===== src/include/lsu_defs.svh =====
`ifndef LSU_DEFS_SVH
`define LSU_DEFS_SVH

// address map
`define LSU_MEM_BASE 32'h8000_0000

// 256 bytes per bank
`define LSU_NUM_BANKS 4
`define LSU_BANK_WORDS 64

// index widths matching the counts above
`define LSU_BANK_IDX_W 2
`define LSU_WORD_IDX_W 6

`endif


===== src/hdl/lsu_pkg.sv =====
package lsu_pkg;

    typedef logic [31:0] word_t;
    typedef logic [31:0] addr_t;
    typedef logic [3:0]  strb_t;
    typedef logic [1:0]  resp_t;

    localparam resp_t RESP_OKAY   = 2'b00;
    localparam resp_t RESP_DECERR = 2'b11;

    // same encoding as the old mask input
    typedef enum logic [1:0] {
        SIZE_NONE = 2'b00,
        SIZE_BYTE = 2'b01,
        SIZE_HALF = 2'b10,
        SIZE_WORD = 2'b11
    } acc_size_t;

    typedef enum logic [2:0] {
        ST_IDLE,
        ST_RADDR,
        ST_RDATA,
        ST_WADDR,
        ST_WDATA,
        ST_WRESP,
        ST_DONE
    } lsu_state_t;

    // one address per access, so ar, aw and w share this
    typedef struct packed {
        addr_t addr;
        word_t wdata; // already on its byte lanes
        strb_t wstrb;
    } bus_req_t;

    typedef struct packed {
        word_t rdata;
        resp_t resp;
    } bus_rsp_t;

endpackage


===== src/hdl/resp_select.sv =====
`timescale 1ns/1ps
`include "lsu_defs.svh"

module resp_select (
    input  logic                        clk,
    input  logic                        reset,
    input  logic [`LSU_BANK_IDX_W-1:0]  tgt,
    input  logic                        unmapped,
    input  logic                        ar_fire,
    input  logic                        w_fire,
    input  lsu_pkg::bus_rsp_t           bank_rsp [`LSU_NUM_BANKS],
    input  logic [`LSU_NUM_BANKS-1:0]   bank_rvalid,
    input  logic [`LSU_NUM_BANKS-1:0]   bank_bvalid,
    output lsu_pkg::bus_rsp_t           rsp,
    output logic                        rvalid,
    output logic                        bvalid
);

    logic [`LSU_BANK_IDX_W-1:0] tgt_q;
    logic                       unmapped_q;
    logic                       dec_rvalid;
    logic                       dec_bvalid;

    always_ff @(posedge clk) begin
        if (reset) begin
            tgt_q      <= '0;
            unmapped_q <= 1'b0;
            dec_rvalid <= 1'b0;
            dec_bvalid <= 1'b0;
        end else begin
            if (ar_fire || w_fire) begin
                tgt_q      <= tgt;
                unmapped_q <= unmapped;
            end
            dec_rvalid <= ar_fire && unmapped; // local decode error
            dec_bvalid <= w_fire && unmapped;
        end
    end

    assign rvalid = unmapped_q ? dec_rvalid : bank_rvalid[tgt_q];
    assign bvalid = unmapped_q ? dec_bvalid : bank_bvalid[tgt_q];

    assign rsp.rdata = unmapped_q ? '0 : bank_rsp[tgt_q].rdata;
    assign rsp.resp  = unmapped_q ? lsu_pkg::RESP_DECERR : bank_rsp[tgt_q].resp;

endmodule


===== config.mk =====
export PLATFORM = sky130hd
export DESIGN_NAME = resp_select
export DESIGN_NICKNAME = d
export VERILOG_FILES = /design/src/hdl/lsu_pkg.sv /design/src/hdl/resp_select.sv
export VERILOG_INCLUDE_DIRS = /design/src /design/src/include
export SDC_FILE = /design/constraint.sdc
export NUM_CORES = 1
export LEC_CHECK = 0
export BUFFER_PORTS_ARGS = -buffer_cell sky130_fd_sc_hd__buf_2
export CORE_AREA = 2 2 73 75
export CTS_CLUSTER_SIZE = 25
export DETAILED_ROUTE_END_ITERATION = 8
export DIE_AREA = 0 0 75 77
export PLACE_DENSITY_LB_ADDON = 0.3
export SYNTH_ARGS = -nofsm -noshare
export SYNTH_HDL_FRONTEND = slang
export SYNTH_SLANG_ARGS = --single-unit

===== constraint.sdc =====
create_clock -name clk -period 1.57 [get_ports clk]
set_clock_uncertainty 0.15 [all_clocks]
set_input_delay 0.0785 -clock clk [delete_from_list [all_inputs] [get_ports clk]]
set_output_delay 0.0785 -clock clk [all_outputs]
set_load 0.01 [all_outputs]

Word-level counts from Yosys, hierarchy flattened
Cells that the tools add are included.
- flip-flop bits (word level): 5
- latch bits: 0
- bits in writable memories: 0
- bits in read-only memories: 0
- memories: 0
- add/sub/neg operators: 0
- multiply operators: 0
- divide/modulo/power cells: 0
- magnitude comparators: 2
- equality and inequality tests: 0
- shift operators: 0
- multiplexer cells: 11
- bitwise gates (word level): 1
- reduce and logical (&&, ||, !) cells: 3
- operators by type and width (kind ; number):
    34-bit binary-select mux with 2-bit select ; 1
    34-bit 2-to-1 mux ; 2
    32-bit 2-to-1 mux ; 1
    1-bit binary-select mux with 2-bit select ; 2
    1-bit 2-to-1 mux ; 4
    3-bit >= comparator (second input constant) ; 1
    2-bit by 3-bit < comparator with 1-bit output (second input constant) ; 1
    2-bit NOT with 3-bit output ; 1
    1-bit logical AND ; 2
    2-bit 2-to-1 mux ; 1
    1-bit logical OR ; 1

Longest topological paths before layout
- depth after elaboration: 5
- depth in mapped cells: 5
- gate-level depth less buffers: 3

Worst setup path before layout
Ideal clock, no wire load.
- kind: register -> output
- start: reg tgt_q[0]
- end: out rsp[1] (netlist bit)
- data arrival time: 1.302 ns
- slack: 0.040 ns
- cell stages (with the launch flop): 5
- path buffers: 2
- path through: dfxtp_1 > buf_6 > buf_8 > mux4_2 > or2_1
- RTL lines (what ; line ; text):
    from (decl) ; resp_select.sv:19 ; logic [`LSU_BANK_IDX_W-1:0] tgt_q;
    from (signal assigned) ; resp_select.sv:32 ; tgt_q <= tgt;
    to (decl) ; resp_select.sv:14 ; output lsu_pkg::bus_rsp_t rsp,

==> impl_metrics.env <==
export IMPL_core_area_um2=4980
export IMPL_io_buffers=186
export IMPL_yosys_warnings=0
export IMPL_clk_root_buffer_cell="clkbuf_8"
export IMPL_report_final_slew_viol_count=0
export IMPL_rrSetupSlack_ns=0.41
export IMPL_worst_pin_slew_ns=0.294
export IMPL_holdPathEnd="dec_rvalid$_SDFF_PP0_"
export IMPL_worst_slack_ns=-0.244
export IMPL_drc=0
export IMPL_cts_sinks=5
export IMPL_gr_total_overflow=0
export IMPL_slowest_delay_ns=0.49
export IMPL_relSlewSlack_pct=80.4
export IMPL_antenna_cells=0
export IMPL_fin_hold_ws_ns=0.0122
export IMPL_viasPerCell=4.58
export IMPL_cpMaxStageDelayCell="mux4_2"
export IMPL_r2r_start="tgt_q[0]$_SDFFE_PP0P_"
export IMPL_htree_levels=1
export IMPL_place_congestion=0.746
export IMPL_nets=454
export IMPL_critPathArrivalTime_ns=1.59
export IMPL_power_density_nw_per_um2=448
export IMPL_placed_cell_area_um2=2350
export IMPL_cts_tree="yes"
export IMPL_clkLatencyLatePin_ns=0.22
export IMPL_holdPathStages=2
export IMPL_path_delay_family="multiplexers"
export IMPL_grt_pass1_vias=1799
export IMPL_fp_row_count=26
export IMPL_synth_avg_cell_area_um2=12.0
export IMPL_r2r_end="tgt_q[0]$_SDFFE_PP0P_"
export IMPL_tns_ns=-7.83
export IMPL_final_area_um2=2490
export IMPL_min_period_over_period_pct=116
export IMPL_initialDrtViolationCount=34
export IMPL_netlist_area_um2=1320
export IMPL_vias=1705
export IMPL_synthDistinctLibCells=20
export IMPL_drive_above_1_share_pct=78.5
export IMPL_cts_path_max_buffers=2
export IMPL_start_util_pct=26.4
export IMPL_min_period_ns=1.81
export IMPL_vdd_ir_drop_max_mv=0.421
export IMPL_dpl_worst_slack_ns=-0.105
export IMPL_grt_max_degree=36
export IMPL_place_hpwl_mm=4.55
export IMPL_n_fill_cell=476
export IMPL_end_kind="output port"
export IMPL_ys_seq_area_share_pct=7.61
export IMPL_synth_area_top_cells="mux4_2 58%, nor2b_1 16%, dfxtp_1 7.6%"
export IMPL_crit_buf_inv=2
export IMPL_fmax_mhz=551
export IMPL_ys_flop_type="dfxtp_1"
export IMPL_synth_top_cell_by_area="mux4_2"
export IMPL_ys_ff_latch=5
export IMPL_syn2layout_area_growth_pct=89.5
export IMPL_cp_cell_sequence="buf_12 > mux4_2 > nor2b_1 > buf_2"
export IMPL_finalSetupViolations=36
export IMPL_cp_startpoint="tgt_q[0]$_SDFFE_PP0P_"
export IMPL_track_usage_pct=17.4
export IMPL_cp_max_fo=13
export IMPL_cts_buffers=3
export IMPL_drtAntennaViolNets=0
export IMPL_synth_top_area_share_pct=58.2
export IMPL_hold_path_class="primary input to register"
export IMPL_routedWlPerCell_um=14.2
export IMPL_die_w_um=75
export IMPL_rr_worst_depth=4
export IMPL_synthTopCellsByCount="34 x mux4_2, 34 x nor2b_1, 5 x dfxtp_1, 4 x buf_2, 4 x clkbuf_1"
export IMPL_p_leak_nw=1.24
export IMPL_violations="negative setup slack"
export IMPL_dieArea_um2=5780
export IMPL_status="complete, but fails checks"
export IMPL_firstDrtPassIters=4
export IMPL_fp_dieH_um=77
export IMPL_antenna_found_initial=0
export IMPL_synth_nets=261
export IMPL_crit_required_ns=1.34
export IMPL_synthCells=110
export IMPL_hp_start="ar_fire"
export IMPL_grt_setup_unrepaired="true"
export IMPL_drv_cap=0
export IMPL_criticalPathCategory="register to output port"
export IMPL_ios=187
export IMPL_utilization_pct=50.1
export IMPL_clk_pin_slew_worst_paths_ns=0.04
export IMPL_synth_edf_count=0
export IMPL_grt_pass1_wl_mm=7.94
export IMPL_routed_wl_mm=5.30
export IMPL_startpoint_type="register"
export IMPL_synthArstFlopShare_pct=0
export IMPL_hold_violations=0
[state kept, by name, summed over array words and instances (netlist names)]
name        cells
dec_bvalid      1
dec_rvalid      1
tgt_q           2
unmapped_q      1
[stage by stage]
step	total power [mW]	std cells
3_3_place_gp	0.844	361
2_1_floorplan	0.524	110
4_1_cts	1.12	371
6_report	1.12	372
5_1_grt	1.20	372
3_5_place_dp	0.857	361
[cells by family after synthesis]
logic type / after synthesis / share of synthesized area (%)
simple gates: 44 / 20.4
mux: 36 / 59.8
buf+inv: 15 / 7.52
compound gates: 10 / 4.76
flops: 5 / 7.61
[where the power goes]
part | total (mW) | switching (mW) | leakage [nW] | internal, mW
sequential | 0.144 | 0.0100 | 0.0419 | 0.134
clock | 0.246 | 0.0714 | 0.0228 | 0.175
combinational | 0.726 | 0.272 | 1.17 | 0.454
total | 1.12 | 0.353 | 1.24 | 0.764
[worst max path at each step]
stage	end	slack [ns]	cells past startpoint
6_report	rsp[6]	-0.24	4
5_1_grt	rsp[14]	-0.33	4
4_1_cts	rsp[22]	-0.27	4
3_5_place_dp	rsp[26]	-0.10	4
3_3_place_gp	rsp[22]	-0.07	4
2_1_floorplan	rsp[1]	0.04	4
[per-layer routing]
metal,track usage [%],up-vias,routed length [um],share of wire [%]
met1,17.5,797,1750,33
met2,35.9,84,3070,58
li1,-,822,-,-
met5,0,-,0,0
met3,2.89,2,462,8.7
met4,2.32,0,21,0.40
[worst reg2reg max path, stage by stage (launching register included)]
cell            delay [ns]
dfxtp_4               0.38
buf_12                0.17
nand2_1               0.07
a21oi_2               0.04
dlymetal6s4s_1        0.24
[layout by cell type, fill, tap and decap left out, drive strengths merged, types with 3 or more instances in the layout]
master,Yosys,routed
a21oi,3,3
buf,9,196
clkbuf,4,4
dfxtp,5,5
dlygate4sd3,0,4
mux4,34,34
nand2,3,3
nor2b,34,34
o21ai,3,3
[layout make-up]
| class | instances | area (um2) | area share (%) |
|---|---|---|---|
| flip-flops and latches | 5 | 104 | 4.17 |
| multi-input cells | 90 | 1120 | 45.0 |
| repair buffers | 201 | 1130 | 45.2 |
| inverters | 2 | 7.51 | 0.301 |
| clock buffers | 4 | 45.0 | 1.81 |
| well taps | 70 | 87.6 | 3.51 |
[repair_timing]
item | CTS | global route
endpoints found under the hold margin | 5 | 0
pin swaps | 1 | 0
gates resized for setup | 4 | 4
hold buffers | 5 | 0
buffers inserted | 1 | 1
endpoints found under the setup margin | 36 | 37
Power figures use the tool's default switching activity.
