## src/include/lsu_defs.svh

```systemverilog
`ifndef LSU_DEFS_SVH
`define LSU_DEFS_SVH

// address map
`define LSU_MEM_BASE 32'h8000_0000

// 256 bytes per bank
`define LSU_NUM_BANKS 4
`define LSU_BANK_WORDS 64

// index widths matching the counts above
`define LSU_BANK_IDX_W 2
`define LSU_WORD_IDX_W 6

`endif

```

## src/hdl/lsu_pkg.sv

```systemverilog
package lsu_pkg;

    typedef logic [31:0] word_t;
    typedef logic [31:0] addr_t;
    typedef logic [3:0]  strb_t;
    typedef logic [1:0]  resp_t;

    localparam resp_t RESP_OKAY   = 2'b00;
    localparam resp_t RESP_DECERR = 2'b11;

    // same encoding as the old mask input
    typedef enum logic [1:0] {
        SIZE_NONE = 2'b00,
        SIZE_BYTE = 2'b01,
        SIZE_HALF = 2'b10,
        SIZE_WORD = 2'b11
    } acc_size_t;

    typedef enum logic [2:0] {
        ST_IDLE,
        ST_RADDR,
        ST_RDATA,
        ST_WADDR,
        ST_WDATA,
        ST_WRESP,
        ST_DONE
    } lsu_state_t;

    // one address per access, so ar, aw and w share this
    typedef struct packed {
        addr_t addr;
        word_t wdata; // already on its byte lanes
        strb_t wstrb;
    } bus_req_t;

    typedef struct packed {
        word_t rdata;
        resp_t resp;
    } bus_rsp_t;

endpackage

```

## src/hdl/sram_bank.sv

```systemverilog
`timescale 1ns/1ps
`include "lsu_defs.svh"

module sram_bank (
    input  logic                clk,
    input  logic                reset,
    input  lsu_pkg::bus_req_t   req,
    input  logic                arvalid,
    input  logic                awvalid,
    input  logic                wvalid,
    output logic                arready,
    output logic                awready,
    output logic                wready,
    output lsu_pkg::bus_rsp_t   rsp,
    output logic                rvalid,
    output logic                bvalid
);

    lsu_pkg::word_t mem [`LSU_BANK_WORDS];

    logic                       aw_pending;
    logic [`LSU_WORD_IDX_W-1:0] aw_idx;
    logic [`LSU_WORD_IDX_W-1:0] idx;
    lsu_pkg::word_t             rdata_q;
    logic                       busy;
    logic                       ar_fire;
    logic                       aw_fire;
    logic                       w_fire;

    assign idx  = req.addr[2 +: `LSU_WORD_IDX_W];
    assign busy = aw_pending || rvalid || bvalid;

    assign arready = !busy;
    assign awready = !busy;
    assign wready  = aw_pending; // data only after its address

    assign ar_fire = arvalid && arready;
    assign aw_fire = awvalid && awready;
    assign w_fire  = wvalid && wready;

    always_ff @(posedge clk) begin
        if (reset) begin
            aw_pending <= 1'b0;
            rvalid     <= 1'b0;
            bvalid     <= 1'b0;
        end else begin
            rvalid <= ar_fire;
            bvalid <= w_fire;
            if (aw_fire)
                aw_pending <= 1'b1;
            else if (w_fire)
                aw_pending <= 1'b0;
        end
    end

    always_ff @(posedge clk) begin
        if (aw_fire)
            aw_idx <= idx;
        if (ar_fire)
            rdata_q <= mem[idx];
        if (w_fire) begin
            for (int b = 0; b < 4; b++) begin
                if (req.wstrb[b])
                    mem[aw_idx][b*8 +: 8] <= req.wdata[b*8 +: 8];
            end
        end
    end

    assign rsp.rdata = rdata_q;
    assign rsp.resp  = lsu_pkg::RESP_OKAY;

endmodule

```

## config.mk

```make
export PLATFORM = sky130hd
export DESIGN_NAME = sram_bank
export DESIGN_NICKNAME = d
export VERILOG_FILES = /design/src/hdl/lsu_pkg.sv /design/src/hdl/sram_bank.sv
export VERILOG_INCLUDE_DIRS = /design/src /design/src/include
export SDC_FILE = /design/constraint.sdc
export NUM_CORES = 2
export LEC_CHECK = 0
export BUFFER_PORTS_ARGS = -buffer_cell sky130_fd_sc_hd__clkbuf_2
export CORE_MARGIN = 5
export CORE_UTILIZATION = 30
export CTS_BUF_LIST = sky130_fd_sc_hd__clkbuf_4
export CTS_CLUSTER_SIZE = 10
export DETAILED_ROUTE_END_ITERATION = 10
export SLEW_MARGIN = 0
export SYNTH_ARGS = -nofsm -noshare
export SYNTH_HDL_FRONTEND = slang
export SYNTH_SLANG_ARGS = --single-unit
```

## constraint.sdc

```tcl
create_clock -name clk -period 2 [get_ports clk]
set_input_delay 0.2 -clock clk [delete_from_list [all_inputs] [get_ports clk]]
set_output_delay 0.2 -clock clk [all_outputs]
set_load 0.05 [all_outputs]
```

Yosys cells after proc, flatten, opt, wreduce, memory -nomap -nowiden:

Memory sizes are Yosys's and may differ from the RTL's. A register that Yosys moved wholly into a read port is not among the register bits.
Cells that the tools add are included.

* reductions and logical operators: 7
* multiplexer cells: 14

Operators with widths (count)
* $mux 1: 14
* $logic_and 1x1->1: 3
* $logic_or 1x1->1: 2
* $reduce_bool 2->1: 1
* $logic_not 1->1: 1

* register bits after elaboration: 9
* output and inout port bits: 39
* memories kept: 1
* bits in writable memories: 2048

Memories
* mem: depth 64, width 32, rd ports 1, clocked after Yosys merged registers in 1, wr ports 1, line sram_bank.sv:19 `` lsu_pkg::word_t mem [`LSU_BANK_WORDS]; ``

Logic depth before layout (Yosys ltp):

* depth after elaboration: 5
* mapped depth: 9
* gate-level depth less buffers: 5

Worst setup path before layout:

Ideal clock, no wire load.

* path type: reg2reg
* start point: reg aw_pending (netlist: wready)
* end point: reg rdata_q[0], read port of mem (enable)
* arrival time: 2876 ps
* buffers on the path: 1
* library setup time: 392 ps
* setup slack: -1268 ps
* data required time: 1608 ps
* clock period less this slack: 3268 ps
* cell stages (with the launch flop): 4
* cell sequence: dfxtp_1 -> clkbuf_1 -> nor3_1 -> and2_1

* word-level cells in the longest chain between the ends: 4

RTL lines
* start, declared: line sram_bank.sv:21 `logic aw_pending;`
* start signal, assigned: line sram_bank.sv:43 `aw_pending <= 1'b0;`
* start signal, assigned: line sram_bank.sv:50 `aw_pending <= 1'b1;`
* start signal, assigned: line sram_bank.sv:52 `aw_pending <= 1'b0;`
* $logic_or 1x1->1 (2 in a row): line sram_bank.sv:31 `assign busy = aw_pending || rvalid || bvalid;`
* $logic_not 1->1: line sram_bank.sv:33 `assign arready = !busy;`
* net arready: line sram_bank.sv:11 `output logic arready,`
* $logic_and 1x1->1: line sram_bank.sv:37 `assign ar_fire = arvalid && arready;`
* net ar_fire: line sram_bank.sv:26 `logic ar_fire;`
* end, declared: line sram_bank.sv:24 `lsu_pkg::word_t rdata_q;`

The timed path passes the listed nets, and every way through them passes these cells.
A chain may end at the register's enable or synchronous reset.

Final worst setup path:

* start point: reg aw_pending (netlist: wready)
* end point: out awready

* word-level cells in the longest chain between the ends: 3

RTL lines
* $logic_or 1x1->1 (2 in a row): line sram_bank.sv:31
* $logic_not 1->1: line sram_bank.sv:34 `assign awready = !busy;`
* end, declared: line sram_bank.sv:12 `output logic awready,`

Every way passes these cells.

==> results.yml <==
min_path:
  hp-class: "primary input to register"
  hold_end: "mem[56][0]$_DFFE_PP_"
  holdPathStages: 3
  min_from: "req[4]"
critical_path:
  cp.arrival_ps: 2210
  reg2reg_to: "mem[19][9]$_DFFE_PP_"
  path_class: "register to primary output"
  cp_data_required_time_ps: 1800
  cp-end-kind: "primary output"
  crit-reg2reg-launch: "aw_idx[2]$_DFFE_PP_"
  worstSetupStartpointType: "register"
  reg2reg_setup_slack_ps: -50
  r2r_cells: 6
  cp_max_fo: 3
timing:
  worst_pin_slew_ps: 972
  rsz0062_at_grt: "yes"
  slew_violations: 0
  fin_skew_ps: 128
  maxSlewHeadroom_pct: 35.0
  setup-tns-final_ps: -12340
  hold_violations: 0
  period_share_pct: 120
  setup_violations: 146
  timing.fmax_mhz: 416
  setup_ws_ps: -405
  fin_crit_ps: 2410
clock_network:
  cts_root_buffer: "clkbuf_4"
  cts_sinks: 2089
  cts_tree: "yes"
  path_clk_slew_ps: 60
  cts_buffer_depth: 4
  cts_buffers: 497
  worstSkewPairLatency_ps: 1460
  h-tree-depth: 5
yosys:
  synth_seq_area_share_pct: 78.2
  synth_cells: 3679
  synth_flop_cell: "edfxtp_1"
  synthArstFlopShare_pct: 0
  ys_types: 35
  syn_area_um2: 80100
  ys_warn_count: 0
  syn_avg_cell_area_um2: 21.8
  synth-edff-count: 2086
  synth-seq-cells: 2089
die:
  start_util_pct: 30.2
  coreArea_um2: 266000
  rows: 189
  die-area_um2: 278000
  io_pins: 112
  die_w_um: 527
  die_y_um: 527
finish:
  nNetsFinal: 4891
  drive_above_1_share_pct: 41.8
  area_delta_synth_final_pct: 23.4
drt:
  antenna_left: 0
  avgViaCountPerCell: 4.93
  dr.pass1.iters: 5
  post_drt_wl_per_cell_um: 25.6
  route.detailed.drc: 0
  first_iter_violations: 4359
  routed_wl_um: 223000
  vias: 42900
place:
  port_buffers: 83
  dp_hpwl_um: 146000
  gp_congestion: 0.885
grt:
  grt_pass1_vias: 44300
  grt_max_degree: 65
  grt_use_total_pct: 15.7
  antenna_found_initial: 5
  grt_pass1_wl_um: 318000
  overflow: 0
run_status:
  violations: "negative setup slack"
  status: "finished with violations"
power_and_ir_drop:
  power.total_mw: 86.8
  vdd_drop_max_v: 0.000554
  leakagePower_nw: 32.4
  power_density_nw_per_um2: 878
run:
  maxCapViolCount: 0
[critical path: stages (launching register included)]
cell and delay [ps]:
dfxtp_4 350, nor3_4 290, buf_8 190
[what timing repair did]
action	CTS	global route
pin swaps	1	7
hold endpoints to repair	4175	0
resized for setup	122	217
hold buffers	93	0
endpoints found under the setup margin	489	782
buffers inserted	3	7
[synthesized netlist by cell type, types with 4 or more instances]
| cell | instances | area, µm² |
|---|---|---|
| a221oi_1 | 56 | 490 |
| o221ai_1 | 28 | 245 |
| inv_1 | 4 | 15.0 |
| nand2_1 | 99 | 372 |
| buf_1 | 19 | 71.3 |
| buf_2 | 96 | 480 |
| a21oi_1 | 60 | 300 |
| mux4_2 | 519 | 11700 |
| nand3_1 | 7 | 35.0 |
| nand2b_1 | 8 | 50.1 |
| buf_6 | 4 | 45.0 |
| nor2b_1 | 4 | 25.0 |
| nor2_1 | 325 | 1220 |
| nor3_1 | 10 | 50.1 |
| o22ai_1 | 59 | 369 |
| and2_1 | 4 | 25.0 |
| nor3b_1 | 6 | 45.0 |
| edfxtp_1 | 2086 | 62600 |
| mux2i_1 | 100 | 1000 |
| and3b_1 | 4 | 35.0 |
| o21ai_1 | 56 | 280 |
| clkbuf_1 | 81 | 304 |
| buf_4 | 21 | 158 |
[where the power goes]
group	internal [mW]	total (mW)	switching, mW
sequential	48.3	48.4	0.146
combinational	2.34	5.64	3.29
clock	16.6	32.7	16.2
total	67.2	86.8	19.6
[metrics by stage]
| step | setup slack (ps) | hold slack, ps | std cells | utilization (%) | instance area (µm²) |
|---|---|---|---|---|---|
| 2_1_floorplan | -67.8 | 265 | 3680 | - | 80200 |
| 3_3_place_gp | -668 | 392 | 7750 | 34.2 | 90700 |
| 3_5_place_dp | -677 | 408 | 7750 | 34.2 | 90700 |
| 4_1_cts | -589 | 7.36 | 8699 | 36.9 | 98100 |
| 5_1_grt | -595 | -1.05 | 8713 | 37.2 | 98900 |
| 6_report | -405 | 89.9 | 8717 | 37.2 | 98900 |
[how the worst max path moves through the flow]
stage                                        to  slack [ps]  cells past startpoint                   from
final                                   awready        -410                      2    wready$_SDFFE_PP0P_
after global routing                    awready        -600                      2    wready$_SDFFE_PP0P_
after CTS                               rsp[19]        -590                      1  rdata_q[17]$_DFFE_PP_
after detailed placement  rdata_q[21]$_DFFE_PP_        -680                      8                req[38]
after global placement    rdata_q[21]$_DFFE_PP_        -670                      8                req[38]
after floorplan            mem[12][0]$_DFFE_PP_         -70                      4    wready$_SDFFE_PP0P_
[placed cells by master, fill, tap and decap left out, types with 53 or more instances in the layout]
cell type	count
edfxtp_1	2086
clkbuf_4	703
mux4_2	519
buf_4	489
nor2_1	258
clkinv_1	131
buf_12	130
mux2i_1	99
dlygate4sd3_1	93
buf_6	65
nor2_2	59
o22ai_1	58
a221oi_1	56
o21ai_1	56
a21oi_1	54
nand2_1	53
[flip-flops by register name (all words and copies together) (netlist names)]
register,cells
wready,1
bvalid,1
aw_idx,6
rdata_q,32
mem,2048
rvalid,1
[per-layer routing]
| layer | share of wire (%) | vias to the layer above | track usage, % | wire length [µm] |
|---|---|---|---|---|
| li1 | - | 18000 | - | - |
| met1 | 39 | 22600 | 20.0 | 86500 |
| met2 | 50 | 1969 | 26.6 | 112000 |
| met3 | 7.8 | 332 | 3.62 | 17300 |
| met4 | 3.1 | 2 | 5.41 | 6910 |
| met5 | 0.0058 | - | 0 | 13 |
[layout make-up]
cell class / count / area, µm²
fill: 24200 / 167000
clock inverter: 150 / 688
multi-input combinational: 1366 / 16900
tap: 3533 / 4420
clock buffer: 703 / 5280
sequential: 2089 / 62700
antenna: 12 / 30.0
inverter: 4 / 15.0
timing repair buffer: 860 / 8790
[kinds of logic (layout without fill, tap and decap cells)]
group / Yosys count / in the layout / synth area share (%)
and+or+nand+nor: 480 / 480 / 2.44
buffers and inverters: 225 / 1717 / 1.34
AOI/OAI and AO/OA: 264 / 264 / 2.14
DFF: 2089 / 2089 / 78.2
muxes: 620 / 620 / 15.8
other: 1 / 14 / 0.00468
Note: power is estimated with default switching activity, not from simulation.
