### config.mk
export PLATFORM = sky130hd
export DESIGN_NAME = lsu
export DESIGN_NICKNAME = d
export VERILOG_FILES = /design/src/include/lsu_defs.svh /design/src/hdl/lsu_pkg.sv /design/src/hdl/lsu.sv
export SDC_FILE = /design/constraint.sdc
export NUM_CORES = 1
export LEC_CHECK = 0
export BUFFER_PORTS_ARGS = -buffer_cell sky130_fd_sc_hd__buf_2
export CORE_MARGIN = 8
export CORE_UTILIZATION = 42
export DETAILED_ROUTE_END_ITERATION = 16
export PLACE_DENSITY = 0.75
export SLEW_MARGIN = 10
export SYNTH_ARGS = -nofsm -noshare
export SYNTH_HDL_FRONTEND = slang
export SYNTH_SLANG_ARGS = --single-unit
### constraint.sdc
create_clock -name clk -period 5.95 [get_ports clk]
set_clock_uncertainty 0.1 [all_clocks]
set_input_delay 0 -clock clk [delete_from_list [all_inputs] [get_ports clk]]
set_output_delay 0 -clock clk [all_outputs]
set_load 0.01 [all_outputs]
### src/include/lsu_defs.svh
`ifndef LSU_DEFS_SVH
`define LSU_DEFS_SVH

// address map
`define LSU_MEM_BASE 32'h8000_0000

// 256 bytes per bank
`define LSU_NUM_BANKS 4
`define LSU_BANK_WORDS 64

// index widths matching the counts above
`define LSU_BANK_IDX_W 2
`define LSU_WORD_IDX_W 6

`endif

### src/hdl/lsu_pkg.sv
package lsu_pkg;

    typedef logic [31:0] word_t;
    typedef logic [31:0] addr_t;
    typedef logic [3:0]  strb_t;
    typedef logic [1:0]  resp_t;

    localparam resp_t RESP_OKAY   = 2'b00;
    localparam resp_t RESP_DECERR = 2'b11;

    // same encoding as the old mask input
    typedef enum logic [1:0] {
        SIZE_NONE = 2'b00,
        SIZE_BYTE = 2'b01,
        SIZE_HALF = 2'b10,
        SIZE_WORD = 2'b11
    } acc_size_t;

    typedef enum logic [2:0] {
        ST_IDLE,
        ST_RADDR,
        ST_RDATA,
        ST_WADDR,
        ST_WDATA,
        ST_WRESP,
        ST_DONE
    } lsu_state_t;

    // one address per access, so ar, aw and w share this
    typedef struct packed {
        addr_t addr;
        word_t wdata; // already on its byte lanes
        strb_t wstrb;
    } bus_req_t;

    typedef struct packed {
        word_t rdata;
        resp_t resp;
    } bus_rsp_t;

endpackage

### src/hdl/lsu.sv
`timescale 1ns/1ps

module lsu (
    input  logic                clk,
    input  logic                reset,
    input  logic                req,
    input  logic                wen,
    input  logic                ren,
    input  logic                sign,
    input  lsu_pkg::acc_size_t  size,
    input  lsu_pkg::addr_t      addr,
    input  lsu_pkg::word_t      wdata,
    output lsu_pkg::word_t      rdata,
    output logic                done,
    output logic                err,
    output lsu_pkg::bus_req_t   bus_req,
    output logic                arvalid,
    output logic                awvalid,
    output logic                wvalid,
    output logic                rready,
    output logic                bready,
    input  logic                arready,
    input  logic                awready,
    input  logic                wready,
    input  logic                rvalid,
    input  logic                bvalid,
    input  lsu_pkg::bus_rsp_t   bus_rsp
);

    lsu_pkg::lsu_state_t state, state_nxt;

    lsu_pkg::addr_t     acc_addr;
    lsu_pkg::word_t     acc_wdata;
    lsu_pkg::acc_size_t acc_size;
    logic               acc_sign;
    lsu_pkg::word_t     rdata_q;
    logic               err_q;
    logic [4:0]         lane_shift;
    lsu_pkg::strb_t     wstrb;
    lsu_pkg::word_t     rd_shifted;

    assign rready = 1'b1;
    assign bready = 1'b1;

    always_comb begin
        state_nxt = state;
        unique case (state)
            lsu_pkg::ST_IDLE: begin
                if (req && ren)
                    state_nxt = lsu_pkg::ST_RADDR;
                else if (req && wen)
                    state_nxt = lsu_pkg::ST_WADDR;
            end
            lsu_pkg::ST_RADDR: if (arready) state_nxt = lsu_pkg::ST_RDATA;
            lsu_pkg::ST_RDATA: if (rvalid && rready) state_nxt = lsu_pkg::ST_DONE;
            lsu_pkg::ST_WADDR: if (awready) state_nxt = lsu_pkg::ST_WDATA;
            lsu_pkg::ST_WDATA: if (wready) state_nxt = lsu_pkg::ST_WRESP;
            lsu_pkg::ST_WRESP: if (bvalid && bready) state_nxt = lsu_pkg::ST_DONE;
            default: state_nxt = lsu_pkg::ST_IDLE; // ST_DONE lasts one cycle
        endcase
    end

    always_ff @(posedge clk) begin
        if (reset) begin
            state <= lsu_pkg::ST_IDLE;
            err_q <= 1'b0;
        end else begin
            state <= state_nxt;
            if (state == lsu_pkg::ST_IDLE && req)
                err_q <= 1'b0;
            else if ((state == lsu_pkg::ST_RDATA && rvalid && rready) ||
                     (state == lsu_pkg::ST_WRESP && bvalid && bready))
                err_q <= (bus_rsp.resp != lsu_pkg::RESP_OKAY);
        end
    end

    // request payload held for the whole access
    always_ff @(posedge clk) begin
        if (state == lsu_pkg::ST_IDLE && req) begin
            acc_addr  <= addr;
            acc_wdata <= wdata;
            acc_size  <= size;
            acc_sign  <= sign;
        end
        if (state == lsu_pkg::ST_RDATA && rvalid && rready)
            rdata_q <= bus_rsp.rdata;
    end

    assign arvalid = (state == lsu_pkg::ST_RADDR);
    assign awvalid = (state == lsu_pkg::ST_WADDR);
    assign wvalid  = (state == lsu_pkg::ST_WDATA);

    assign lane_shift = {acc_addr[1:0], 3'b000};

    always_comb begin
        unique case (acc_size)
            lsu_pkg::SIZE_BYTE: wstrb = 4'b0001 << acc_addr[1:0];
            lsu_pkg::SIZE_HALF: wstrb = acc_addr[1] ? 4'b1100 : 4'b0011;
            lsu_pkg::SIZE_WORD: wstrb = 4'b1111;
            default:            wstrb = 4'b0000;
        endcase
    end

    assign bus_req.addr  = acc_addr;
    assign bus_req.wdata = acc_wdata << lane_shift;
    assign bus_req.wstrb = wstrb;

    // loads are aligned and then extended
    assign rd_shifted = rdata_q >> lane_shift;

    always_comb begin
        unique case (acc_size)
            lsu_pkg::SIZE_BYTE: rdata = {{24{rd_shifted[7] & acc_sign}}, rd_shifted[7:0]};
            lsu_pkg::SIZE_HALF: rdata = {{16{rd_shifted[15] & acc_sign}}, rd_shifted[15:0]};
            lsu_pkg::SIZE_WORD: rdata = rd_shifted;
            default:            rdata = '0;
        endcase
    end

    // no enable means an immediate completion
    assign done = (state == lsu_pkg::ST_DONE) ||
                  (state == lsu_pkg::ST_IDLE && req && !wen && !ren);
    assign err  = (state == lsu_pkg::ST_DONE) && err_q;

endmodule

# [Word level (Yosys, flattened, before mapping)]
# Cells that the tools add are included.
[totals] out_inout_bits=107 in_bits=111 regBits=103
[classes] shifts=3 bitwise=2 reduce_logical=16 n_mux=11 eq_ne=15
[op_table] operator="$pmux W32 S3" count=1
[op_table] operator="$shl A32 B5 Y32" count=1
[op_table] operator="$shr A32 B5 Y32" count=1
[op_table] operator="$mux W3" count=7
[op_table] operator="$pmux W3 S6" count=1
[op_table] operator="$pmux W4 S3" count=1
[op_table] operator="$eq A3 B3 Y1 const B" count=3
[op_table] operator="$logic_and A1 B1 Y1" count=8
[op_table] operator="$eq A3 B2 Y1 const B" count=2
[op_table] operator="$ne A2 B1 Y1 const B" count=3
[op_table] operator="$reduce_and A6 Y1" count=1
[op_table] operator="$eq A2 B2 Y1 const B" count=2
[op_table] operator="$mux W4" count=1
[op_table] operator="$ne A2 B2 Y1 const B" count=2
[op_table] operator="$shl A1 B2 Y4 const A" count=1
[op_table] operator="$eq A3 B1 Y1 const B" count=1
[op_table] operator="$logic_not A3 Y1" count=1
[op_table] operator="$ne A3 B3 Y1 const B" count=1
[op_table] operator="$and A1 B1 Y1" count=2
[op_table] operator="$eq A2 B1 Y1 const B" count=1
[op_table] operator="$logic_not A1 Y1" count=2
[op_table] operator="$logic_or A1 B1 Y1" count=2
[op_table] operator="$reduce_bool A2 Y1" count=1
[op_table] operator="$reduce_or A2 Y1" count=1

# [Longest topological paths before layout]
[logic_depth] word_depth=5 mapped_depth=7 mapped_depth_nobuf=4

# [Worst setup path before layout]
# No wires, ideal clock.
[synth_path] path_kind="register -> register" from="register state[0]" to="register acc_addr[0] (enable)" slack_ns=0.124 setup_ns=0.577 stages_incl_launch_ff=3 n_path_buf=1 required_time_ns=5.273 arrival_time_ns=5.149 path_cell_list="dfxtp_1 -> buf_2 -> nor3_1"
[synth_via] elab_chain_cells=2
[synth_rtl] element="start: declaration" line="lsu.sv:30" text="lsu_pkg::lsu_state_t state, state_nxt;"
[synth_rtl] element="start signal: assignment" line="lsu.sv:65" text="state <= lsu_pkg::ST_IDLE;"
[synth_rtl] element="start signal: assignment" line="lsu.sv:68" text="state <= state_nxt;"
[synth_rtl] element="$logic_not A3 Y1" line="lsu.sv:79" text="if (state == lsu_pkg::ST_IDLE && req) begin"
[synth_rtl] element="$logic_and A1 B1 Y1" line="lsu.sv:79"
[synth_rtl] element="end signal: assignment" line="lsu.sv:80" text="acc_addr <= addr;"
[synth_rtl] element="end: declaration" line="lsu.sv:32" text="lsu_pkg::addr_t acc_addr;"
# No other way between the ends.
# A chain may end at the register's enable or synchronous reset.

# [Worst setup path in the final report]
[layout_path] from="register acc_addr[0]" to="output rdata[17]"
[layout_via] elab_chain_cells=3
[layout_rtl] element="$shr A32 B5 Y32 (*)" line="lsu.sv:109" text="assign rd_shifted = rdata_q >> lane_shift;"
[layout_rtl] element="$and A1 B1 Y1, on equally long branches" line="lsu.sv:114, lsu.sv:113"
[layout_rtl] element="$pmux W32 S3 (*)" line="lsu.sv:112" text="unique case (acc_size)"
[layout_rtl] element="end: declaration" line="lsu.sv:13" text="output lsu_pkg::word_t rdata,"
# Mark *: on every way between the ends. The rest lies on a longest branch, timed or not.

==> PnR_summary.wiki <==
{| class="wikitable"
! Metric !! Value
|-
| NumNets Final || 780
|-
| Tightest Pin Transition || 0.883 ns
|-
| Distinct cell type count after synthesis || 36
|-
| Fillers || 792
|-
| Final setup vio count || 0
|-
| Maxcap violations || 0
|-
| Total Neg Setup Slack || 0 ns
|-
| Result of the run || finished clean
|-
| Cts bufs inserted || 9
|-
| Maximum clock rate || 0.315 GHz
|-
| Clock latency reported for the late side of the worst-skew pair || 0.36 ns
|-
| Relative slew slack || 41.1%
|-
| Wirelength, routed || 15.0 mm
|-
| Delay of the slowest critical-path stage || 0.69 ns
|-
| Global routing usage summed across all routing layers || 19.9%
|-
| Sequential area share after synthesis || 65.9%
|-
| Count of port buffers added during placement || 215
|-
| Post-route antenna net violation count || 0
|-
| Clock root buffer || sky130_fd_sc_hd__clkbuf_8
|-
| Final GP Congestion || 0.895
|-
| Number of enable flip-flop cells after synthesis || 99
|-
| DRT iter0 DRCs || 261
|-
| Length of the first detailed-routing pass in iterations || 5
|-
| PnR Total Power || 0.00253 W
|-
| Average cell area after synthesis || 13.1 µm²
|-
| Via count of the first global-routing pass || 4436
|-
| Worst path arrival time || 3.07 ns
|-
| Global-route wire length before repair || 23.1 mm
|-
| Top cells by area, synth || sky130_fd_sc_hd__edfxtp_1, sky130_fd_sc_hd__mux2i_1, sky130_fd_sc_hd__a211oi_1
|-
| Pre-CTS WS || 3.21 ns
|-
| CTS tree || built
|-
| Most numerous cell types in the synthesized netlist || sky130_fd_sc_hd__edfxtp_1, sky130_fd_sc_hd__mux2i_1, sky130_fd_sc_hd__nand2_1, sky130_fd_sc_hd__o21ai_0, sky130_fd_sc_hd__a211oi_1
|-
| Library cell with the largest summed area after synthesis || sky130_fd_sc_hd__edfxtp_1
|-
| Layout-stage area growth over the synthesis result || 52.5%
|-
| Number of antenna violations at the first check in global routing || 0
|-
| Overall die width || 121 µm
|-
| Number of levels in the clock H-tree || 3
|-
| Clock transition at path regs || 0.11 ns
|-
| Synth Flop Type || sky130_fd_sc_hd__edfxtp_1
|-
| Setup repair after global routing missed its margin || false
|-
| Post-synth ARST share || 0%
|-
| Final period util || 53.3%
|-
| Top-count cell post-synth || sky130_fd_sc_hd__edfxtp_1
|-
| Final HPWL from detailed placement || 9.64 mm
|-
| I/O Pins || 218
|-
| Slowest stage cell on the critical path || sky130_fd_sc_hd__o211ai_2
|-
| HP Class || input port to flip-flop
|-
| Grt ovf || 0
|-
| Share of cells above drive strength 1 || 37.2%
|-
| Initial core utilization || 42.9%
|-
| Largest voltage drop on the vdd net || 459 µV
|-
| Synthesized instance count || 354
|-
| Number of remaining DRC errors || 0
|-
| Largest net degree at the start of global routing || 70
|-
| Total number of yosys warnings || 0
|-
| Clock Sinks || 103
|-
| Diode count || 0
|-
| Total core area || 10800 µm²
|-
| Power density over the cells || 359 nW/µm²
|-
| Crit end category || output pin
|-
| Die Footprint || 14600 µm²
|-
| Final setup slack of the worst path || 2.78 ns
|-
| Data required, critical path || 5.85 ns
|-
| Post-CTS sizing || 0
|-
| Total number of placement rows || 38
|-
| Detailed-route via count || 4162
|-
| Static leakage || 3.07 nW
|-
| Number of synthesized register bits || 103
|-
| Maximum clock path buffer count || 2
|-
| Final critical delay including setup and external delays || 3.17 ns
|-
| Number of failing hold endpoints at the final stage || 0
|-
| Routed wire length per instance || 18.4 µm
|-
| Crit Path Class || flip-flop to output pin
|-
| Critical-path cell list || buf_4 > mux2i_1 > o22ai_1 > o211ai_2 > o21ai_0 > buf_2
|-
| Die height || 121 µm
|-
| Detailed-route vias per instance || 5.11
|-
| Yosys top cell area share || 64.2%
|-
| Count of final max-slew check failures || 0
|-
| Worst Setup Start Kind || flip-flop
|-
| Cell area after technology mapping || 4630 µm²
|-
| Crit path max fanout || 69
|}
## flip-flops by register name, summed over array words and instances, names as in the netlist
register and flops:
acc_addr 32, acc_sign 1, acc_size 2, acc_wdata 32
err_q 1, rdata_q 32, state 3
## routing by layer
metal  up-vias  global-route usage (%)  part of all wire (%)
li1       1950                       -                     -
met4         0                    8.90                   3.1
met1      1984                    20.7                    37
met5         -                       0                     0
met3        40                    6.10                   7.6
met2       188                    36.1                    53
## cell usage in the layout (no fill, tap or decap), drive strengths merged
master	Yosys	routed
a211oi	24	24
a21o	7	7
a21oi	14	14
a311oi	1	1
a31o	1	1
and2	9	9
and3	2	2
buf	17	220
clkbuf	9	9
clkinv	0	2
conb	1	2
dfxtp	4	4
dlygate4sd3	0	109
edfxtp	99	99
inv	3	8
mux2i	35	35
nand2	43	43
nand2b	3	3
nand3	1	1
nand3b	1	1
nand4	1	1
nand4b	2	2
nor2	14	14
nor2b	18	18
nor3	5	5
nor3b	1	1
nor4b	1	1
o211ai	2	2
o21ai	31	31
o22ai	1	1
o31ai	1	1
or2	2	2
or4	1	1
## logic make-up (layout without fill, tap and decap cells)
kind of cell	count (synthesis)	count (layout)	share of synthesized area, %
compound gates	82	82	11.3
mux	35	35	7.57
buf+inv	29	348	3.67
simple gates	104	104	11.5
flops	103	103	65.9
other cells	1	2	0.0810
## repair_timing
action	in CTS	in global routing
hold buffers	109	0
hold endpoints to repair	103	0
setup buffers	0	0
endpoints found under the setup margin	0	0
## critical path: cells and delay by family, from the launching register on
family	cells	cell delay, ns
flip-flops	1	0.33
multiplexers	1	0.37
buffers and inverters	2	0.90
AO/OA/AOI/OAI	3	1.10
## area by class of cell
class | count | area [µm²] | share of cell area, %
clock buffer | 9 | 124 | 1.75
clock inverter | 7 | 72.6 | 1.03
inverter | 3 | 11.3 | 0.159
multi-input combinational | 223 | 1420 | 20.1
sequential | 103 | 3050 | 43.2
tap | 140 | 175 | 2.48
timing repair buffer | 329 | 2200 | 31.2
## through the flow
step | util, % | hold slack, ns | std cells | cell area [µm²]
5_1_grt | 65.4 | 0.219 | 814 | 7060
3_3_place_gp | 53.5 | 0.0764 | 689 | 5770
3_5_place_dp | 53.5 | 0.0782 | 689 | 5770
2_1_floorplan | - | -0.0309 | 355 | 4630
6_report | 65.4 | 0.236 | 814 | 7060
4_1_cts | 65.4 | 0.213 | 814 | 7060
## path summary, 6_finish.rpt
path	start	to	slack, ns	cells past startpoint
worst max-delay path	acc_addr[0]$_DFFE_PP_	rdata[17]	2.78	6
worst max register to register	state[0]$_SDFFE_PP0P_	state[0]$_SDFFE_PP0P_	3.25	6
worst min-delay path	wdata[0]	acc_wdata[0]$_DFFE_PP_	0.24	2
worst min register to register	state[1]$_SDFFE_PP0P_	state[2]$_SDFFE_PP0P_	0.76	3
## where the power goes
| part | switching [W] | internal, W |
|---|---|---|
| logic | 0.000587 | 0.000407 |
| clock network | 0.000261 | 0.000167 |
| registers | 0.000104 | 0.00101 |
Note: power is estimated with default switching activity, not from simulation.
