File: src/include/lsu_defs.svh
`ifndef LSU_DEFS_SVH
`define LSU_DEFS_SVH

// address map
`define LSU_MEM_BASE 32'h8000_0000

// 256 bytes per bank
`define LSU_NUM_BANKS 4
`define LSU_BANK_WORDS 64

// index widths matching the counts above
`define LSU_BANK_IDX_W 2
`define LSU_WORD_IDX_W 6

`endif

File: src/hdl/lsu_pkg.sv
package lsu_pkg;

    typedef logic [31:0] word_t;
    typedef logic [31:0] addr_t;
    typedef logic [3:0]  strb_t;
    typedef logic [1:0]  resp_t;

    localparam resp_t RESP_OKAY   = 2'b00;
    localparam resp_t RESP_DECERR = 2'b11;

    // same encoding as the old mask input
    typedef enum logic [1:0] {
        SIZE_NONE = 2'b00,
        SIZE_BYTE = 2'b01,
        SIZE_HALF = 2'b10,
        SIZE_WORD = 2'b11
    } acc_size_t;

    typedef enum logic [2:0] {
        ST_IDLE,
        ST_RADDR,
        ST_RDATA,
        ST_WADDR,
        ST_WDATA,
        ST_WRESP,
        ST_DONE
    } lsu_state_t;

    // one address per access, so ar, aw and w share this
    typedef struct packed {
        addr_t addr;
        word_t wdata; // already on its byte lanes
        strb_t wstrb;
    } bus_req_t;

    typedef struct packed {
        word_t rdata;
        resp_t resp;
    } bus_rsp_t;

endpackage

File: src/hdl/bus_decode.sv
`timescale 1ns/1ps
`include "lsu_defs.svh"

module bus_decode (
    input  lsu_pkg::addr_t              addr,
    input  logic                        arvalid,
    input  logic                        awvalid,
    input  logic                        wvalid,
    output logic                        arready,
    output logic                        awready,
    output logic                        wready,
    output logic [`LSU_NUM_BANKS-1:0]   sel_arvalid,
    output logic [`LSU_NUM_BANKS-1:0]   sel_awvalid,
    output logic [`LSU_NUM_BANKS-1:0]   sel_wvalid,
    input  logic [`LSU_NUM_BANKS-1:0]   bank_arready,
    input  logic [`LSU_NUM_BANKS-1:0]   bank_awready,
    input  logic [`LSU_NUM_BANKS-1:0]   bank_wready,
    output logic [`LSU_BANK_IDX_W-1:0]  tgt,
    output logic                        unmapped
);

    localparam int unsigned MEM_BYTES = `LSU_NUM_BANKS * `LSU_BANK_WORDS * 4;

    lsu_pkg::addr_t offset;

    assign offset = addr - `LSU_MEM_BASE;

    // below the base wraps to a large offset
    assign unmapped = (offset >= MEM_BYTES);
    assign tgt      = offset[2 + `LSU_WORD_IDX_W +: `LSU_BANK_IDX_W];

    for (genvar i = 0; i < `LSU_NUM_BANKS; i++) begin : g_sel
        assign sel_arvalid[i] = arvalid && !unmapped && (int'(tgt) == i);
        assign sel_awvalid[i] = awvalid && !unmapped && (int'(tgt) == i);
        assign sel_wvalid[i]  = wvalid  && !unmapped && (int'(tgt) == i);
    end

    // unmapped accesses are accepted here and answered by resp_select
    assign arready = unmapped ? 1'b1 : bank_arready[tgt];
    assign awready = unmapped ? 1'b1 : bank_awready[tgt];
    assign wready  = unmapped ? 1'b1 : bank_wready[tgt];

endmodule

File: config.mk
export PLATFORM = sky130hd
export DESIGN_NAME = bus_decode
export DESIGN_NICKNAME = d
export VERILOG_FILES = /design/src/hdl/lsu_pkg.sv /design/src/hdl/bus_decode.sv
export VERILOG_INCLUDE_DIRS = /design/src /design/src/include
export SDC_FILE = /design/constraint.sdc
export NUM_CORES = 1
export LEC_CHECK = 0
export ABC_AREA = 1
export BUFFER_PORTS_ARGS = -buffer_cell sky130_fd_sc_hd__buf_2
export CORE_AREA = 3 3 40 42
export DETAILED_ROUTE_END_ITERATION = 16
export DIE_AREA = 0 0 43 45
export GPL_TIMING_DRIVEN = 0
export PLACE_DENSITY_LB_ADDON = 0.05
export SLEW_MARGIN = 10
export SYNTH_ARGS = -nofsm -noshare
export SYNTH_HDL_FRONTEND = slang
export SYNTH_SLANG_ARGS = --single-unit
File: constraint.sdc
create_clock -name vclk -period 2.5
set_clock_uncertainty 0.2 [all_clocks]
set_input_delay 0 -clock vclk [all_inputs]
set_output_delay 0 -clock vclk [all_outputs]
set_load 0.02 [all_outputs]
Yosys cells after proc, flatten, opt, wreduce, memory -nomap -nowiden

Index checks and enable logic that the tools add are counted.

Flip-flop bits (word level): 0
Latch bits: 0
Bits in writable memories: 0
ROM bits: 0
Input bits: 47
Output and inout port bits: 18
Logic and storage cells: 32
Memories: 0

Add/sub/neg operators: 1
Multipliers: 0
Div/mod/pow operators: 0
Order comparisons: 2
Equal/unequal tests: 3
Shift-type cells: 0
Mux-type cells: 9
Bitwise logic cells: 0
Reduce and logical (&&, ||, !) cells: 17

Operators with widths:

| kind                                                   | number |
|---|---|
| >= comparator 32 x 11 -> 1 bit (second input constant) | 1 |
| subtractor 32 bit (second input constant)              | 1 |
| logical AND 1 bit                                      | 15 |
| binary-select mux 1 bit (select 2 bit)                 | 3 |
| two-way mux 1 bit                                      | 6 |
| == test 2 bit (second input constant)                  | 2 |
| < comparator 2 x 3 -> 1 bit (second input constant)    | 1 |
| == test 2 x 1 -> 1 bit (second input constant)         | 1 |
| logical NOT 2 bit                                      | 1 |
| logical NOT 1 bit                                      | 1 |

Longest topological paths before layout

Gate-level depths: netlist of run 1.

Word-level depth: 5
Gate-level depth with buffers: 7
Mapped depth without buffers: 7

Least setup slack after synthesis of run 1

No wires, ideal clock.

Path type: input to output
Start point: in addr[23]
End point: out sel_arvalid[0]
Data arrival time: 0.834 ns
Required time: 2.300 ns
Slack: 1.466 ns
Stages: 4
Path buffers: 0
Cell sequence: or2_4 > nor2_8 > nand4_2 > nor2_1

Cells in the longest elaborated chain, start to end: 5

Ends and longest elaborated chain:

| item                               | RTL line         | text |
|---|---|---|
| from (decl)                        | bus_decode.sv:5  | `input lsu_pkg::addr_t addr,` |
| subtractor 32 bit (no source line) | --               |  |
| >= comparator 32 x 11 -> 1 bit     | bus_decode.sv:29 | `assign unmapped = (offset >= MEM_BYTES);` |
| logical NOT 1 bit                  | bus_decode.sv:33 | `assign sel_arvalid[i] = arvalid && !unmapped && (int'(tgt) == i);` |
| logical AND 1 bit (2 in a row)     | bus_decode.sv:33 |  |
| to (decl)                          | bus_decode.sv:12 | `` output logic [`LSU_NUM_BANKS-1:0] sel_arvalid, `` |

No other way between the ends.

Worst setup path in the final report of run 1

Ends and elaborated chain as after synthesis.

==> impl_metrics.ini, run 1 <==
[run_status]
status = finished clean

[worst_setup_path]
cp-start-kind = primary input
crit_required_ns = 2.30
worstPathArrival_ns = 0.93
end_kind = primary output
critPathMaxFanout = 4
critPathKind = in2out

[floorplan]
die_area_sq_um = 1935
ios = 65
floorplan.initialDensity = 0.2950
num_rows = 13
coreArea_sq_um = 1285
die_x_microns = 43
die_height_microns = 45

[synthesis]
syn-instance-count = 71
yosysUniqueCellTypes = 16
synth_top_area_frac = 0.2574
synth_top_family_by_area = simple AND/OR/NAND/NOR gates
synthMuxAreaShare = 0
synth_xor_area_frac = 0
yosys_warnings = 0
syn_area_sq_um = 379.1
synth_top_area_cell = nor2_1
synth_compound_area_frac = 0.03960
yosysSeqAreaShare = 0
syn-num-nets = 118
yosys.area_share.simple = 0.8515
synth_common_cells = nor2_1 (26), nand2_1 (15), nand2_2 (6)
ys_top_cells_by_area = nor2_1 (26%), nand2_1 (15%), nand2_2 (9.9%)
synth.most_common_cell = nor2_1
synth.avg_cell_area_sq_um = 5.340
synthAdderAreaFrac = 0

[route]
ant_nets = 0
drtIter0Drc = 4
wl_per_cell_microns = 8.211
wl_microns = 1166
via_per_inst = 4.155
vias = 590
drtPass1Iterations = 3
drc = 0

[power_and_ir_drop]
power_density_nw_per_um2 = 99.58
ir_worst_vdd_uv = 48.24
cellLeakagePower_nw = 0.4212
power_uw = 67.53

[final_layout]
seq_cells = 0
regArea_sq_um = 0
fill_cells = 154
antennaDiodeCount = 0
multiInputGateArea_sq_um = 337.8
clock_buffers = 0
nets = 176
final_core_utilization = 0.5278
drive_above_1_share = 0.5984
area.growth.synth_to_final_pct = 78.88

[global_routing]
grt_antenna_before_repair = 0
overflow = 0
grt_first_pass_wirelength_microns = 1821
grt.total_usage = 0.1128
grt_max_degree = 11
grt_pass1_vias = 481

[job]
maxCapViolCount = 0

[timing]
period_needed_ns = 1.134
setup_viol = 0
hold_viol_final = 0
tns_ns = 0
max_freq_mhz = 882.0
relSlewSlack = 0.8758
worst-slew-pin-transition_ns = 0.1856
rsz0062_at_grt = no
timing.final.crit_share = 0.4535
slew_viol_final = 0

[place]
io_buffer_count = 56
gp_congestion = 0.7558
hpwl_microns = 1082

[min_path]
whs_path_depth = 2
hold_class = in2out

[clocking]
holdBufCountCts = 0
cts.repair.resized = 0
postCtsSetupRepairBufs = 0
## per-layer routing
| layer | vias to the layer above | part of all wire | track usage |
|---|---|---|---|
| met1 | 224 | 0.43 | 0.1571 |
| met4 | 0 | 0 | 0 |
| li1 | 333 | - | - |
| met3 | 0 | 0.11 | 0 |
| met5 | - | 0 | 0 |
| met2 | 33 | 0.46 | 0.2096 |
## worst max-delay path, stage by stage
cell	delay [ns]
buf_2	0.09
or2_4	0.26
nor2_8	0.14
nand4_2	0.15
nor2_1	0.11
buf_2	0.17
## final timing paths
kind,startpoint,to,slack (ns)
worst max-delay path,addr[23],sel_arvalid[0],1.37
worst min-delay path,addr[9],tgt[1],0.02
## layout by cell type (no fill, tap or decap), types with 2 or more instances in the layout
master and count:
nor2_4 2, buf_4 3, buf_2 56, nand2_2 6, nor2_1 26, inv_2 2
nand4_2 3, nand3_1 3, a21oi_1 3, inv_1 2, nand2_1 15
## power by group
group / internal, mW / switching, mW / leakage [nW]
clock network: 0 / 0 / 0
logic: 0.0354 / 0.0321 / 0.421
registers: 0 / 0 / 0
total: 0.0354 / 0.0321 / 0.421
## kinds of logic after synthesis
family	Yosys count
and+or+nand+nor	60
buffers and inverters	8
AOI/OAI and AO/OA	3
## final cells by class
type,instances,area share
Inverter,5,0.02768
Buffer,3,0.03321
Multi-Input combinational cell,63,0.4982
Tap cell,15,0.02768
Timing Repair Buffer,56,0.4133
## through the flow
stage               setup slack, ns  hold slack [ns]  area (sq um)  std cells
finish                        1.366          0.01942         678.2        142
global route                  1.277          0.02405         678.2        142
CTS                           1.364          0.02203         678.2        142
detailed placement            1.364          0.02091         678.2        142
global placement              1.378          0.01906         678.2        142
floorplan                     1.466         -0.08741         379.1         71
No activity file was read; power rests on OpenSTA's default activity.
==> run 2, diff against run 1 <==
--- a/config.mk
+++ b/config.mk
@@ -8,9 +8,9 @@
 export LEC_CHECK = 0
 export ABC_AREA = 1
 export BUFFER_PORTS_ARGS = -buffer_cell sky130_fd_sc_hd__buf_2
-export CORE_AREA = 3 3 40 42
+export CORE_MARGIN = 3
+export CORE_UTILIZATION = 29
 export DETAILED_ROUTE_END_ITERATION = 16
-export DIE_AREA = 0 0 43 45
 export GPL_TIMING_DRIVEN = 0
 export PLACE_DENSITY_LB_ADDON = 0.05
 export SLEW_MARGIN = 10
==> constraint.sdc (replaced) <==
create_clock -name vclk -period 1.1
set_clock_uncertainty 0.2 [all_clocks]
set_input_delay 0 -clock vclk [all_inputs]
set_output_delay 0 -clock vclk [all_outputs]
set_load 0.02 [all_outputs]
==> run 2 against run 1 <==
  * The run now ends with negative setup slack left
  * Utilization grew 25 points
  * Global-route usage grew 2.5 points
  * Count of clock-buffer cells in the layout is the same
  * Critical path type unchanged
  * Largest cell class unchanged
  * Largest power group unchanged
==> impl_metrics.ini, run 2 (synthesis results as in run 1) <==
[final_layout]
fill_cells = 101
final_common_cell = buf_2
finalInstanceArea_sq_um = 915.9
area.growth.synth_to_final_pct = 141.6
nets = 176
seq_cells = 0
layout_common_cells = buf_2 (33), buf_6 (18), nor2_2 (15)
clock_buffers = 0
drive_above_1_share = 0.7953
regArea_sq_um = 0
antennaDiodeCount = 0
final_core_utilization = 0.7821

[power_and_ir_drop]
cellLeakagePower_nw = 0.4713
p_sw_frac = 0.4783
pwr-share-comb = 1.000
pwr-share-clk = 0
net-switching-power_uw = 98.68
pwr-share-seq = 0
ir_worst_vdd_uv = 184.7
power_uw = 206.3
internal_power_uw = 107.6
power_density_nw_per_um2 = 225.3

[route]
ant_nets = 0
drc = 0
via_per_inst = 4.539
wl_microns = 1530
drtIter0Drc = 8
wl_per_cell_microns = 10.85
drtPass1Iterations = 4
vias = 640

[timing]
setup_viol = 13
slew_viol_final = 0
timing.final.crit_share = 1.065
tns_ns = -0.5561
period_needed_ns = 1.171
worst_slack_ns = -0.07100
max_freq_mhz = 854.0
worst-slew-pin-transition_ns = 0.2274
hold_viol_final = 0
rsz0062_at_grt = yes
relSlewSlack = 0.8480

[worst_setup_path]
slowest_stage = nor2_4
critPathKind = in2out
critPathMostFrequentCell = nor2_2
worstPathArrival_ns = 0.97
slowest_delay_ns = 0.22
crit_chain = buf_6 -> nor2_2 -> nand2_2 -> nor2_4 -> nand4_4 -> nor2_2 -> buf_4
end_kind = primary output
critPathMaxFanout = 4
critPathLaunch = addr[10]
crit_required_ns = 0.90
cp-start-kind = primary input

[min_path]
holdCritStartpoint = addr[9]
hold_class = in2out

[global_routing]
grt_antenna_before_repair = 0
grt_first_pass_wirelength_microns = 2063
grt.total_usage = 0.1376
grt_max_degree = 11
overflow = 0
grt_pass1_vias = 498

[place]
dpl_worst_slack_ns = -0.05925
gp_congestion = 0.7185
io_buffer_count = 56
dpl-instance-area_sq_um = 676.9
hpwl_microns = 1040

[clocking]
postCtsSetupRepairBufs = 0
holdBufCountCts = 0

[floorplan]
die_height_microns = 42.16
coreArea_sq_um = 1171
num_rows = 12
floorplan.initialDensity = 0.3237
die_x_microns = 42.16
die_area_sq_um = 1777
ios = 65

[run_status]
violations = negative setup slack
status = finished with violations

[job]
maxCapViolCount = 0
## run 2: cell types whose count changed in the layout (fill, tap and decap cells not counted), sizes merged
cell	previous run	this run
inv	4	5
clkinv	1	0
## run 2: final timing paths
check,to,slack (ns),cells past startpoint
setup / recovery,sel_wvalid[2],-0.07,7
hold / removal,tgt[1],0.02,2
## run 2: area by class of cell
| class | instances | area [sq um] | area share |
|---|---|---|---|
| plain buffers | 3 | 22.52 | 0.02459 |
| well taps | 14 | 17.52 | 0.01913 |
| repair buffers | 56 | 405.4 | 0.4426 |
| inverters | 5 | 18.77 | 0.02049 |
| multi-input cells | 63 | 451.7 | 0.4932 |
## run 2: power by group through the flow
stage                     Clock (mW)  Sequential, mW  Combinational, mW
after floorplan                    0               0             0.0767
after global placement             0               0              0.152
after detailed placement           0               0              0.155
after CTS                          0               0              0.177
after global routing               0               0              0.225
final                              0               0              0.206
## run 2: timing repair
item | CTS | global route
gates resized for setup | 30 | 36
pin swaps | 12 | 14
endpoints found under the setup margin | 12 | 15
gates cloned | 0 | 0
## run 2: critical path: cells and delay by family
kind | cells | cell delay (ns)
simple gates | 5 | 0.72
buf+inv | 2 | 0.24
## run 2: stage by stage
step	instances	hold WS, ns
floorplan	71	-0.08741
global placement	141	0.01909
detailed placement	141	0.01836
CTS	141	0.01947
global route	141	0.02299
finish	141	0.01843
## run 2: routing by layer
metal,routed length [microns],up-vias,global-route usage
met5,0,-,0
met4,0,0,0
met3,143,0,0.01288
met2,878,32,0.2716
met1,507,277,0.1675
li1,-,331,-
==> run 3, diff against run 2 <==
--- a/config.mk
+++ b/config.mk
@@ -6,11 +6,10 @@
 export SDC_FILE = /design/constraint.sdc
 export NUM_CORES = 1
 export LEC_CHECK = 0
-export ABC_AREA = 1
 export BUFFER_PORTS_ARGS = -buffer_cell sky130_fd_sc_hd__buf_2
-export CORE_MARGIN = 3
-export CORE_UTILIZATION = 29
+export CORE_AREA = 3 3 40 42
 export DETAILED_ROUTE_END_ITERATION = 16
+export DIE_AREA = 0 0 43 45
 export GPL_TIMING_DRIVEN = 0
 export PLACE_DENSITY_LB_ADDON = 0.05
 export SLEW_MARGIN = 10
==> run 3 against run 2 <==
  * The flow still finishes with violations (negative setup slack)
  * Design area up 4.9%
  * Count of clock-buffer cells in the layout unchanged
  * Synthesized area down 18%
  * Sequential share of layout area unchanged
  * Utilization down 3.4 points
  * Worst hold slack better by 0.00064 ns
  * Routed wire length up 13%
  * Total power down 7.7%
  * Final cell count down 15%
==> impl_metrics.ini, run 3 <==
[run_status]
status = finished with violations
violations = negative setup slack

[floorplan]
ios = 65
floorplan.initialDensity = 0.2425
die_height_microns = 45
die_area_sq_um = 1935
die_x_microns = 43
num_rows = 13
coreArea_sq_um = 1285

[route]
via_per_inst = 5.092
wl_per_cell_microns = 14.37
vias = 611
ant_nets = 0
drtIter0Drc = 5
drc = 0
drtPass1Iterations = 4
wl_microns = 1724

[min_path]
hold_class = in2out
holdCritStartpoint = addr[8]

[final_layout]
antennaDiodeCount = 0
final_common_cell = buf_2
drive_above_1_share = 0.8190
seq_cells = 0
layout_common_cells = buf_2 (36), buf_6 (21), nor3_4 (10)
fin_cells = 120
area.growth.synth_to_final_pct = 208.4
nets = 154
regArea_sq_um = 0
clock_buffers = 0

[clocking]
holdBufCountCts = 0

[synthesis]
synthAdderAreaFrac = 0
synth_top_area_cell = mux4_2
yosys_warnings = 0
syn_area_sq_um = 311.5
synth.most_common_cell = nor3_1
synth_xor_area_frac = 0
yosysSeqAreaShare = 0
yosys.area_share.simple = 0.6386
synth_top_family_by_area = simple AND/OR/NAND/NOR gates
syn-num-nets = 95
syn-instance-count = 48
synth.avg_cell_area_sq_um = 6.491
synth_common_cells = nor3_1 (12), nand2_1 (10), nor4_1 (4)
ys_top_cells_by_area = mux4_2 (22%), nor3_1 (19%), nand2_1 (12%)
synth_compound_area_frac = 0
synthMuxAreaShare = 0.2169
synth_top_area_frac = 0.2169
yosysUniqueCellTypes = 16

[timing]
slew_viol_final = 0
relSlewSlack = 0.8553
timing.final.crit_share = 1.239
period_needed_ns = 1.363
rsz0062_at_grt = yes
hold_ws_ns = 0.01907
setup_viol = 16
worst_slack_ns = -0.2632
worst-slew-pin-transition_ns = 0.2152
max_freq_mhz = 733.5
hold_viol_final = 0

[worst_setup_path]
cp-start-kind = primary input
crit_required_ns = 0.90
crit_chain = buf_8 -> nor4_4 -> nand4_1 -> buf_6 -> or3_4 -> buf_6
slowest_stage = or3_4
end_kind = primary output
crit_buf_inv = 3
critPathMostFrequentCell = buf_6
critPathMaxFanout = 7
critPathKind = in2out
critPathLaunch = addr[19]
worstPathArrival_ns = 1.16
cp_top_family = simple AND/OR/NAND/NOR gates
slowest_delay_ns = 0.33

[power_and_ir_drop]
power_uw = 190.3
power_density_nw_per_um2 = 198.1
cellLeakagePower_nw = 0.5211
ir_worst_vdd_uv = 116.6

[global_routing]
overflow = 0
grt_max_degree = 11
grt_pass1_vias = 569
grt_first_pass_wirelength_microns = 2663
grt.total_usage = 0.1769
grt_antenna_before_repair = 0

[place]
dp_cells = 118
io_buffer_count = 55
hpwl_microns = 1316
gp_congestion = 0.7468

[job]
maxCapViolCount = 0
run 3: final timing paths:
path                      end  slack [ns]  depth (start not counted)
worst max-delay path  awready       -0.26                          6
worst min-delay path   tgt[0]        0.02                          2
run 3: area by class of cell:
| class | instances | area [sq um] |
|---|---|---|
| fill | 99 | 324.1 |
| tap | 15 | 18.77 |
| buffer | 6 | 62.56 |
| timing repair buffer | 57 | 416.7 |
| multi-input combinational | 42 | 462.9 |
run 3: repair_timing:
item                                    CTS  global route
pin swaps                                 8             2
gates resized for setup                  41             6
endpoints found under the setup margin   16            16
buffers inserted                          2             0
run 3: kinds of logic after synthesis:
family / count (synthesis)
buffers and inverters: 6
multiplexers: 3
AND/OR/NAND/NOR: 39
run 3: where the power goes:
| part | switching [mW] | internal (mW) |
|---|---|---|
| sequential | 0 | 0 |
| combinational | 0.0862 | 0.104 |
| clock | 0 | 0 |
| total | 0.0862 | 0.104 |
run 3: per-layer routing:
| metal | global-route usage | part of all wire |
|---|---|---|
| met1 | 0.2334 | 0.37 |
| met2 | 0.3293 | 0.49 |
| met3 | 0.02390 | 0.13 |
| met4 | 0 | 0.0070 |
| met5 | 0 | 0 |
run 3: through the flow:
step	setup TNS, ns	worst slack (ns)	utilization	cell area (sq um)
after detailed placement	-5.194	-0.3833	0.6047	777.0
after floorplan	-0.7091	-0.1141	-	483.0
after global routing	-4.165	-0.2970	0.7478	960.9
after CTS	-2.892	-0.2275	0.7235	929.6
final	-3.373	-0.2632	0.7478	960.9
after global placement	-4.774	-0.3553	0.6047	777.0
